===== config.mk =====
export PLATFORM = sky130hd
export DESIGN_NAME = spam_system
export DESIGN_NICKNAME = d
export VERILOG_FILES = /design/src/verilog/spam_pkg.sv /design/src/verilog/spam_console.sv /design/src/verilog/spam_decode.sv /design/src/verilog/spam_reset_gen.sv /design/src/verilog/spam_result.sv /design/src/verilog/spam_system.sv /design/src/verilog/spam_timer.sv
export SDC_FILE = /design/constraint.sdc
export NUM_CORES = 1
export LEC_CHECK = 0
export BUFFER_PORTS_ARGS = -buffer_cell sky130_fd_sc_hd__buf_2
export CORE_ASPECT_RATIO = 0.5
export CORE_MARGIN = 5
export CORE_UTILIZATION = 65
export CTS_BUF_LIST = sky130_fd_sc_hd__clkbuf_16
export CTS_CLUSTER_SIZE = 8
export DETAILED_ROUTE_END_ITERATION = 8
export GPL_ROUTABILITY_DRIVEN = 0
export PLACE_DENSITY = 0.85
export SYNTH_ARGS = -nofsm -noshare
export SYNTH_HDL_FRONTEND = slang
export SYNTH_HIERARCHICAL = 1
export SYNTH_SLANG_ARGS = --single-unit

===== constraint.sdc =====
create_clock -name cclk -period 26.9 [get_ports cclk]
set_input_delay 5.38 -clock cclk [delete_from_list [all_inputs] [get_ports cclk]]
set_output_delay 5.38 -clock cclk [all_outputs]
set_load 0.005 [all_outputs]

===== src/verilog/spam_pkg.sv =====
`default_nettype none

package spam_pkg;

	// Bus field widths
	localparam int SPAM_DID_W  = 4;
	localparam int SPAM_ADDR_W = 8;
	localparam int SPAM_DATA_W = 32;

	// Device ids decoded from the request
	localparam logic [SPAM_DID_W-1:0] DID_CONSOLE = 4'd1;
	localparam logic [SPAM_DID_W-1:0] DID_TIMER   = 4'd2;

	// Timer register map
	localparam logic [SPAM_ADDR_W-1:0] TIMER_ADDR_COUNT   = 8'd0;
	localparam logic [SPAM_ADDR_W-1:0] TIMER_ADDR_COMPARE = 8'd1;
	localparam logic [SPAM_ADDR_W-1:0] TIMER_ADDR_STATUS  = 8'd2;

	// Console register map
	localparam logic [SPAM_ADDR_W-1:0] CONSOLE_ADDR_DATA = 8'd0;

	// Reset sequencing
	localparam int RST_STRETCH_CYCLES = 16;
	localparam int BTN_SYNC_STAGES    = 3;

	typedef struct packed {
		logic                   valid;	// One-cycle request strobe
		logic                   r_nw;	// High for read
		logic [SPAM_DID_W-1:0]  did;
		logic [SPAM_ADDR_W-1:0] addr;
		logic [SPAM_DATA_W-1:0] data;
	} spam_req_t;

	typedef struct packed {
		logic                   ack;	// Zero when idle, merged by OR
		logic [SPAM_DATA_W-1:0] data;
	} spam_rsp_t;

	typedef struct packed {
		logic                   strobe;	// Request for this device only
		logic                   r_nw;
		logic [SPAM_ADDR_W-1:0] addr;
		logic [SPAM_DATA_W-1:0] data;
	} dev_cmd_t;

	typedef struct packed {
		logic       valid;
		logic [7:0] data;	// Character written by the core
	} cons_out_t;

endpackage

`default_nettype wire


===== src/verilog/spam_console.sv =====
`timescale 1ns/1ns
`default_nettype none

module spam_console import spam_pkg::*; (
	input  logic      cclk,
	input  logic      rst_b,
	input  dev_cmd_t  cmd,
	output spam_rsp_t rsp,
	output cons_out_t cons_out
);

	logic [SPAM_DATA_W-1:0] byte_count;	// Bytes written since reset
	cons_out_t              out_q;	// Byte taken at the execute edge
	logic                   wr_data;
	logic                   rd_count;

	assign wr_data  = cmd.strobe && !cmd.r_nw && (cmd.addr == CONSOLE_ADDR_DATA);
	assign rd_count = cmd.strobe && cmd.r_nw && (cmd.addr == CONSOLE_ADDR_DATA);

	// Writes to other addresses are acked but change nothing
	always_ff @(posedge cclk or negedge rst_b) begin
		if (!rst_b) begin
			byte_count <= '0;
			out_q      <= '0;
		end else begin
			out_q.valid <= wr_data;
			if (wr_data) begin
				out_q.data <= cmd.data[7:0];	// Low byte only
				byte_count <= byte_count + 1'b1;
			end
		end
	end

	// One more stage so the byte leaves with the merged bus ack
	always_ff @(posedge cclk or negedge rst_b) begin
		if (!rst_b) begin
			cons_out <= '0;
		end else begin
			cons_out <= out_q;
		end
	end

	always_ff @(posedge cclk or negedge rst_b) begin
		if (!rst_b) begin
			rsp <= '0;
		end else begin
			rsp.ack  <= cmd.strobe;
			rsp.data <= rd_count ? byte_count : '0;	// Other reads give zero
		end
	end

endmodule

`default_nettype wire


===== src/verilog/spam_decode.sv =====
`timescale 1ns/1ns
`default_nettype none

module spam_decode import spam_pkg::*; (
	input  logic      cclk,
	input  logic      rst_b,
	input  spam_req_t spamo,
	output dev_cmd_t  timer_cmd,
	output dev_cmd_t  cons_cmd
);

	spam_req_t req_q;	// Request as taken off the bus
	logic      hit_timer;
	logic      hit_cons;

	// Builds the command handed to a matching device
	function automatic dev_cmd_t make_cmd(input spam_req_t req);
		dev_cmd_t cmd;
		cmd.strobe = 1'b1;
		cmd.r_nw   = req.r_nw;
		cmd.addr   = req.addr;
		cmd.data   = req.data;
		return cmd;
	endfunction

	// First stage captures the bus as is
	always_ff @(posedge cclk or negedge rst_b) begin
		if (!rst_b) begin
			req_q <= '0;
		end else begin
			req_q <= spamo;
		end
	end

	// Unknown ids match nothing and fall away here
	assign hit_timer = req_q.valid && (req_q.did == DID_TIMER);
	assign hit_cons  = req_q.valid && (req_q.did == DID_CONSOLE);

	// Payload is held between strobes so the devices see stable fields
	always_ff @(posedge cclk or negedge rst_b) begin
		if (!rst_b) begin
			timer_cmd <= '0;
			cons_cmd  <= '0;
		end else begin
			if (hit_timer) begin
				timer_cmd <= make_cmd(req_q);
			end else begin
				timer_cmd.strobe <= 1'b0;
			end
			if (hit_cons) begin
				cons_cmd <= make_cmd(req_q);
			end else begin
				cons_cmd.strobe <= 1'b0;
			end
		end
	end

endmodule

`default_nettype wire


===== src/verilog/spam_reset_gen.sv =====
`timescale 1ns/1ns
`default_nettype none

module spam_reset_gen import spam_pkg::*; (
	input  logic cclk,
	input  logic cclk_rst_cause_b,
	input  logic corerst_btn,
	output logic rst_b
);

	logic [BTN_SYNC_STAGES-1:0]    btn_sync;	// Button synchronizer chain
	logic [RST_STRETCH_CYCLES-1:0] stretch;	// Ones walk in after release
	logic                          btn_pressed;
	logic                          clr_b;	// Combined asynchronous clear

	// The button is asynchronous to cclk
	always_ff @(posedge cclk or negedge cclk_rst_cause_b) begin
		if (!cclk_rst_cause_b) begin
			btn_sync <= '0;
		end else begin
			btn_sync <= {btn_sync[BTN_SYNC_STAGES-2:0], corerst_btn};
		end
	end

	assign btn_pressed = btn_sync[BTN_SYNC_STAGES-1];
	assign clr_b       = cclk_rst_cause_b & ~btn_pressed;

	// Assert at once, release only after the full stretch
	always_ff @(posedge cclk or negedge clr_b) begin
		if (!clr_b) begin
			stretch <= '0;
		end else begin
			stretch <= {stretch[RST_STRETCH_CYCLES-2:0], 1'b1};
		end
	end

	assign rst_b = stretch[RST_STRETCH_CYCLES-1];	// Last stage is the reset

endmodule

`default_nettype wire


===== src/verilog/spam_result.sv =====
`timescale 1ns/1ns
`default_nettype none

module spam_result import spam_pkg::*; (
	input  logic      cclk,
	input  logic      rst_b,
	input  spam_rsp_t timer_rsp,
	input  spam_rsp_t cons_rsp,
	output spam_rsp_t spami
);

	spam_rsp_t merged;

	// Idle devices drive zero, so OR is enough to merge
	always_comb begin
		merged.ack  = timer_rsp.ack | cons_rsp.ack;
		merged.data = timer_rsp.data | cons_rsp.data;
	end

	// Single timing point for everything returned to the core
	always_ff @(posedge cclk or negedge rst_b) begin
		if (!rst_b) begin
			spami <= '0;
		end else begin
			spami <= merged;
		end
	end

endmodule

`default_nettype wire


===== src/verilog/spam_system.sv =====
`timescale 1ns/1ns
`default_nettype none

module spam_system import spam_pkg::*; (
	input  logic      cclk,
	input  logic      cclk_rst_cause_b,
	input  logic      corerst_btn,
	input  spam_req_t spamo,
	output spam_rsp_t spami,
	output cons_out_t cons_out,
	output logic      sys_ready
);

	logic      rst_b;	// Internal reset after sync and stretch
	dev_cmd_t  timer_cmd;
	dev_cmd_t  cons_cmd;
	spam_rsp_t timer_rsp;
	spam_rsp_t cons_rsp;

	assign sys_ready = rst_b;

	spam_reset_gen u_reset_gen (
		.cclk             (cclk),
		.cclk_rst_cause_b (cclk_rst_cause_b),
		.corerst_btn      (corerst_btn),
		.rst_b            (rst_b)
	);

	spam_decode u_decode (
		.cclk      (cclk),
		.rst_b     (rst_b),
		.spamo     (spamo),
		.timer_cmd (timer_cmd),
		.cons_cmd  (cons_cmd)
	);

	spam_timer u_timer (
		.cclk  (cclk),
		.rst_b (rst_b),
		.cmd   (timer_cmd),
		.rsp   (timer_rsp)
	);

	spam_console u_console (
		.cclk     (cclk),
		.rst_b    (rst_b),
		.cmd      (cons_cmd),
		.rsp      (cons_rsp),
		.cons_out (cons_out)
	);

	spam_result u_result (
		.cclk      (cclk),
		.rst_b     (rst_b),
		.timer_rsp (timer_rsp),
		.cons_rsp  (cons_rsp),
		.spami     (spami)
	);

endmodule

`default_nettype wire


===== src/verilog/spam_timer.sv =====
`timescale 1ns/1ns
`default_nettype none

module spam_timer import spam_pkg::*; (
	input  logic      cclk,
	input  logic      rst_b,
	input  dev_cmd_t  cmd,
	output spam_rsp_t rsp
);

	logic [SPAM_DATA_W-1:0] count;
	logic [SPAM_DATA_W-1:0] count_next;	// Value the counter takes this edge
	logic [SPAM_DATA_W-1:0] compare;
	logic                   armed;	// Set by the first compare write
	logic                   match_flag;	// Sticky until a status read
	logic                   wr;
	logic                   rd;
	logic                   wr_count;
	logic                   wr_compare;
	logic                   rd_status;
	logic [SPAM_DATA_W-1:0] rd_data;

	assign wr = cmd.strobe && !cmd.r_nw;
	assign rd = cmd.strobe && cmd.r_nw;

	assign wr_count   = wr && (cmd.addr == TIMER_ADDR_COUNT);
	assign wr_compare = wr && (cmd.addr == TIMER_ADDR_COMPARE);
	assign rd_status  = rd && (cmd.addr == TIMER_ADDR_STATUS);

	// A load replaces the increment for that cycle
	assign count_next = wr_count ? cmd.data : count + 1'b1;

	always_comb begin
		case (cmd.addr)
			TIMER_ADDR_COUNT:   rd_data = count_next;
			TIMER_ADDR_COMPARE: rd_data = compare;
			TIMER_ADDR_STATUS:  rd_data = {{(SPAM_DATA_W-1){1'b0}}, match_flag};
			default:            rd_data = '0;
		endcase
	end

	always_ff @(posedge cclk or negedge rst_b) begin
		if (!rst_b) begin
			count      <= '0;
			compare    <= '0;
			armed      <= 1'b0;
			match_flag <= 1'b0;
		end else begin
			count <= count_next;
			if (wr_compare) begin
				compare <= cmd.data;
				armed   <= 1'b1;
			end
			// A fresh match beats the clear so no event is lost
			if (armed && (count == compare)) begin
				match_flag <= 1'b1;
			end else if (rd_status) begin
				match_flag <= 1'b0;
			end
		end
	end

	// Every strobe is acked, writes with zero data
	always_ff @(posedge cclk or negedge rst_b) begin
		if (!rst_b) begin
			rsp <= '0;
		end else begin
			rsp.ack  <= cmd.strobe;
			rsp.data <= rd ? rd_data : '0;
		end
	end

endmodule

`default_nettype wire

==> results.md, run 1 <==
* Total track usage at between 20% and 30%
* Core Area at 0.01959 mm^2
* Ratio of cells with drive above 1 in the final layout at 23.68%
* Io pins at 92
* DRC Markers at 0
* H-tree level count at 2
* Synth Net Count at ~1000
* Dpl hpwl at 17.17 mm
* Root Driver: clkbuf_16
* Ant diodes at 0
* 1st-iter DRT viols at roughly 740
* Via count at 8013
* FMAX at 144.3 MHz
* Wirelength per Cell at 20.67 um
* Antenna viol nets, final at 0
* Critical Path Source Type: flop
* Leak at 7.563 nW
* Reg2Reg Setup Slack at 24.22 ns
* Max Slew Vio Count at 0
* Initial DRT Pass Iterations at 5
* CP Buf/Inv Count at 1
* Slew @ Worst Pin at 1.239 ns
* Worst stage delay on the critical path at 0.79 ns
* Status: finished clean
* Cell Area, Synth at around 0.013 mm^2
* Post-synthesis cell count at 966
* Post_cts resized at 0
* RR Endpoint: u_console/byte_count[2]
* Critical path's slowest cell: dfrtp_4
* Seq. cell area at 0.008512 mm^2
* Nets at 1130
* HP Class: flop to asynchronous set/reset pin
* Crit end category: primary output
* Number of cells on the critical path at 1
* Die Y at between 100 and 150 um
* Fillers at 1172
* CTS Hold Bufs at 0
* Required @ worst endpoint at approximately 22 ns
* Die ar. at 0.02318 mm^2
* Routed wire length at 27.84 mm
* FP Rows at 36
* Clock Latency Late Sink at 0.54 ns
* Port Buffers at just over 90
* Tcrit/Tclk final at 25.77%
* Power density over the cells at 84.26 mW/mm^2
* Max Buffers Root-to-Sink at 3
* Worst-path cell chain: buf_2
* Initial Util at 66.59%
* Overflow after GRT at 0
* Data arrival, critical path at 1.55 ns
* Hold Fails Final Rpt at 0
* Crit Path Max Fanout at between 40 and 50
* Slew Limit Headroom at 17.17%
* Total Power at 1.265 mW
* RR Startpoint: u_decode/cons_cmd[33]
* Final setup fails at 0
* RSZ-0062 raised after global routing: false
* Setup tns final at 0 ns
* Clk pin slew, worst setup/hold paths at approximately 0.050 ns
* Min Clock Period, post-route at 6.931 ns
* Mean Syn Cell Area at 13.51 um^2
* Setup Buffers After CTS at 0
* Largest net degree at the start of global routing at 195
* Syn-to-layout area delta at 15.06%
* CTS Buf Count at 48
* Number of max-cap violations at 0
* CP top delay family: flip-flops
* R2R depth at 5
* Die Width at 210.4 um
* CTS sink count at between 300 and 400
* Vias in the first global route at about 8500
* Synth warn at 6
* DR vias/cell at 5.949
* CTS tree: done
* Initial antenna violation count at 0
* Max IR drop VDD at 67.30 uV
* Crit path kind: flop to primary output
* First-pass GRT wire length at 44.93 mm
* Area occupied by multi-input gates at about 0.0043 mm^2
* Worst Skew at 0.01856 ns
## worst max-delay path by stage
stage | end | from
2_1_floorplan | sys_ready | u_reset_gen/stretch[15]
3_3_place_gp | sys_ready | u_reset_gen/stretch[15]
3_5_place_dp | sys_ready | u_reset_gen/stretch[15]
4_1_cts | sys_ready | u_reset_gen/stretch[15]
5_1_grt | sys_ready | u_reset_gen/stretch[15]
6_report | sys_ready | u_reset_gen/stretch[15]
## sequential cells by signal, summed over array words and instances (netlist names)
signal,count
u_decode/req_q,46
u_decode/timer_cmd,42
u_console/rsp,33
u_result/spami,33
u_timer/rsp,33
u_console/byte_count,32
u_timer/compare,32
u_timer/count,32
u_decode/cons_cmd,18
u_reset_gen/stretch,16
u_console/cons_out,9
u_console/out_q,9
u_reset_gen/btn_sync,3
u_timer/armed,1
u_timer/match_flag,1
## layout make-up
cell class	count	share of cell area, %
Timing Repair Buffer	97	3.417
Inverter	13	0.3251
Clock inverter	3	0.3334
Clock buffer	50	8.335
Multi-Input combinational cell	578	28.67
Sequential cell	340	56.70
Tap cell	266	2.217
## cells in the final DEF (no fill, tap or decap), types with 2 or more instances in the layout
cell type,count
nor4_4,3
nand2_1,66
buf_2,91
dfrtp_1,339
and4_1,5
nor4_1,9
xnor2_1,40
a22o_1,4
nand3_1,29
nand3b_4,2
a21oi_1,31
xor2_1,53
or3_1,2
or2_1,33
inv_1,14
a211o_1,3
o21ai_0,10
a22oi_1,14
o21a_1,4
nor2_1,49
nor3_1,14
nor3_2,2
clkbuf_16,50
buf_4,5
ha_1,3
nand4_1,31
nor2b_1,4
mux2_4,48
o22ai_1,16
nand2b_1,3
mux2_2,43
and3_1,7
and2_1,35
## metal layers
layer / GRT usage [%] / part of all wire, % / vias to the layer above
met5: 0 / 0 / -
met2: 41.04 / 48 / 352
met3: 7.549 / 9.2 / 67
met4: 9.121 / 2.6 / 0
met1: 32.64 / 40 / 4081
li1: - / - / 3513
## power by group
part           internal, mW  switching, mW  leakage (nW)
Sequential            0.557         0.0536          4.47
Combinational        0.0632         0.0614          2.45
Clock                 0.332          0.197         0.643
Total                 0.953          0.312          7.56
## stage by stage
step	instance area, um^2	utilization [%]	hold WS, ns	std cells	setup slack (ns)
after floorplan	13050	-	0.3018	966	14.26
after global placement	13710	69.97	0.3345	1294	20.50
after detailed placement	13710	69.97	0.3347	1294	20.47
after CTS	15010	76.62	0.3473	1347	19.90
after global routing	15010	76.62	0.3526	1347	19.81
final	15010	76.62	0.3387	1347	19.97
No activity file was read; power rests on OpenSTA's default activity.
==> inputs of run 2 (changes only) <==
Settings changed: CORE_UTILIZATION 65 to 60, PLACE_DENSITY 0.85 to 0.79.
Clock period 26.9 ns to 7 ns, I/O delays scaled along.
==> results.md, run 2 (synthesized netlist as in run 1, its figures left out) <==
* Syn-to-layout area delta at 15.38%
* CP top delay family: flip-flops
* Fillers at 1468 (+25%)
* CP Launch Point: u_reset_gen/stretch[15]
* Post_cts resized at 0 (unchanged)
* Critical Path Source Type: flop
* Setup Buffers After CTS at 0 (unchanged)
* HP Class: flop to flop
* CTS tree: done
* CTS sink count at 340 (unchanged)
* Antenna viol nets, final at 0 (unchanged)
* Port Buffers at 91 (unchanged)
* Overflow after GRT at 0 (unchanged)
* Ant diodes at 0 (unchanged)
* Slew Limit Headroom at 17.24% (+0.073 points)
* Most frequent cells in the layout: dfrtp_1 (339), buf_2 (91), nand2_1 (66)
* Number of cells on the critical path at 1 (unchanged)
* Hold Slack at 0.3401 ns (+0.001339 ns)
* Dpl hpwl at 17.26 mm (+0.52%)
* Final Util at 69.90% (-6.7 points)
* Initial DRT Pass Iterations at 6 (+1)
* Max IR drop VDD at 216.7 uV (+220%)
* Worst-path cell chain: buf_2
* DR vias/cell at 5.691 (-4.3%)
* Io pins at 92 (unchanged)
* Reg2Reg Setup Slack at 4.24 ns (-19.98 ns)
* Top Registers: u_decode/req_q (46), u_decode/timer_cmd (42)
* Initial Util at 60.58% (-6.0 points)
* Post-placement cell count at 1328 (+2.6%)
* Clock Latency Late Sink at 0.54 ns (about the same)
* Number of max-cap violations at 0 (unchanged)
* Required @ worst endpoint at 5.60 ns (-15.92 ns)
* FP Rows at 38 (+5.6%)
* Crit end category: primary output
* Most common cell after layout, fill and taps aside: dfrtp_1
* Post-Layout Cell Count at 1381 (+2.5%)
* CTS Hold Bufs at 0 (unchanged)
* RR Endpoint: u_decode/timer_cmd[10]
* DRC Markers at 0 (unchanged)
* Min Clock Period, post-route at between 3 and 4 ns
* Die Width at 218.5 um (+3.9%)
* Largest net degree at the start of global routing at 186 (-4.6%)
* Worst Skew at 0.01375 ns (-0.004809 ns)
* First-pass GRT wire length at 45.30 mm (+0.81%)
* Power density over the cells at 323.0 mW/mm^2 (+280%)
* Hold Fails Final Rpt at 0 (unchanged)
* Crit path capture: sys_ready
* Area occupied by multi-input gates at 0.004304 mm^2 (unchanged)
* Tcrit/Tclk final at 44.05%
* Routed wire length at 27.70 mm (-0.50%)
* Slew @ Worst Pin at 1.237 ns (-0.002193 ns)
* Critical path's slowest cell: dfrtp_4
* Core Area at 0.02154 mm^2 (+9.9%)
* RR Startpoint: u_reset_gen/stretch[15]
* H-tree level count at 2 (unchanged)
* 1st-iter DRT viols at 738 (-0.54%)
* R2R depth at 2 (-3)
* Seq. cell area at 0.008512 mm^2 (unchanged)
* Vias in the first global route at 8391 (-1.1%)
* Clk pin slew, worst setup/hold paths at 0.05 ns (about the same)
* Biggest register: u_decode/req_q
* Wirelength per Cell at 20.06 um (-2.9%)
* Setup tns final at 0 ns (unchanged)
* Ratio of cells with drive above 1 in the final layout at 23.68% (unchanged)
* Crit path kind: flop to primary output
* Die Y at 114.3 um (+3.7%)
* Status: finished clean
* RSZ-0062 raised after global routing: false
* Die ar. at 0.02497 mm^2 (+7.7%)
* Max Slew Vio Count at 0 (unchanged)
* Leak at 7.563 nW (unchanged)
* Final setup fails at 0 (unchanged)
* Max Buffers Root-to-Sink at 3 (unchanged)
* Worst stage delay on the critical path at 0.89 ns (+0.10 ns)
* Initial antenna violation count at 0 (unchanged)
* Hold Path Stages at 0
* CTS Buf Count at 48 (unchanged)
* Root Driver: clkbuf_16
* Max reg flops at 46 (unchanged)
* CP Buf/Inv Count at 1 (unchanged)
* Nets at 1130 (unchanged)
* Crit Path Max Fanout at 59 (+26%)
* Total track usage at 23.22% (-1.9 points)
* FMAX at 324.3 MHz
* Via count at 7859 (-1.9%)
* Data arrival, critical path at 1.68 ns (+0.13 ns)
[run 2: cell type report]
| type | instances | area share [%] |
|---|---|---|
| timing repair buffer | 97 | 3.408 |
| sequential | 340 | 56.54 |
| clock buffer | 50 | 8.311 |
| multi-input combinational | 578 | 28.59 |
| tap | 300 | 2.493 |
| clock inverter | 3 | 0.3324 |
| inverter | 13 | 0.3241 |
[run 2: where the power goes]
group / internal, mW / switching (mW)
registers: 2.14 / 0.206
logic: 0.242 / 0.228
clock network: 1.28 / 0.769
total: 3.66 / 1.20
[run 2: how the worst min path moves through the flow]
| stage | end | slack (ns) | from |
|---|---|---|---|
| 2_1_floorplan | u_reset_gen/stretch[0] | 0.30 | u_reset_gen/btn_sync[2] |
| 3_3_place_gp | u_reset_gen/btn_sync[1] | 0.33 | u_reset_gen/btn_sync[0] |
| 3_5_place_dp | u_reset_gen/stretch[3] | 0.33 | u_reset_gen/stretch[2] |
| 4_1_cts | u_reset_gen/stretch[2] | 0.35 | u_reset_gen/stretch[1] |
| 5_1_grt | u_reset_gen/stretch[2] | 0.35 | u_reset_gen/stretch[1] |
| 6_report | u_reset_gen/stretch[2] | 0.34 | u_reset_gen/stretch[1] |
[run 2: through the flow]
stage / instance area, um^2 / worst slack (ns) / total power [mW]
6_report: 15050 / 3.917 / 4.862
5_1_grt: 15050 / 3.699 / 5.065
4_1_cts: 15050 / 3.854 / 4.893
3_5_place_dp: 13750 / 4.139 / 2.825
3_3_place_gp: 13750 / 4.212 / 2.797
2_1_floorplan: 13050 / 1.538 / 2.665
[run 2: layer usage]
| layer | track usage (%) | up-vias | wire [um] |
|---|---|---|---|
| met5 | 0 | - | 0 |
| met4 | 6.689 | 0 | 612 |
| met3 | 5.918 | 49 | 2082 |
| met2 | 36.70 | 281 | 13180 |
| met1 | 32.63 | 4013 | 11820 |
| li1 | - | 3516 | - |
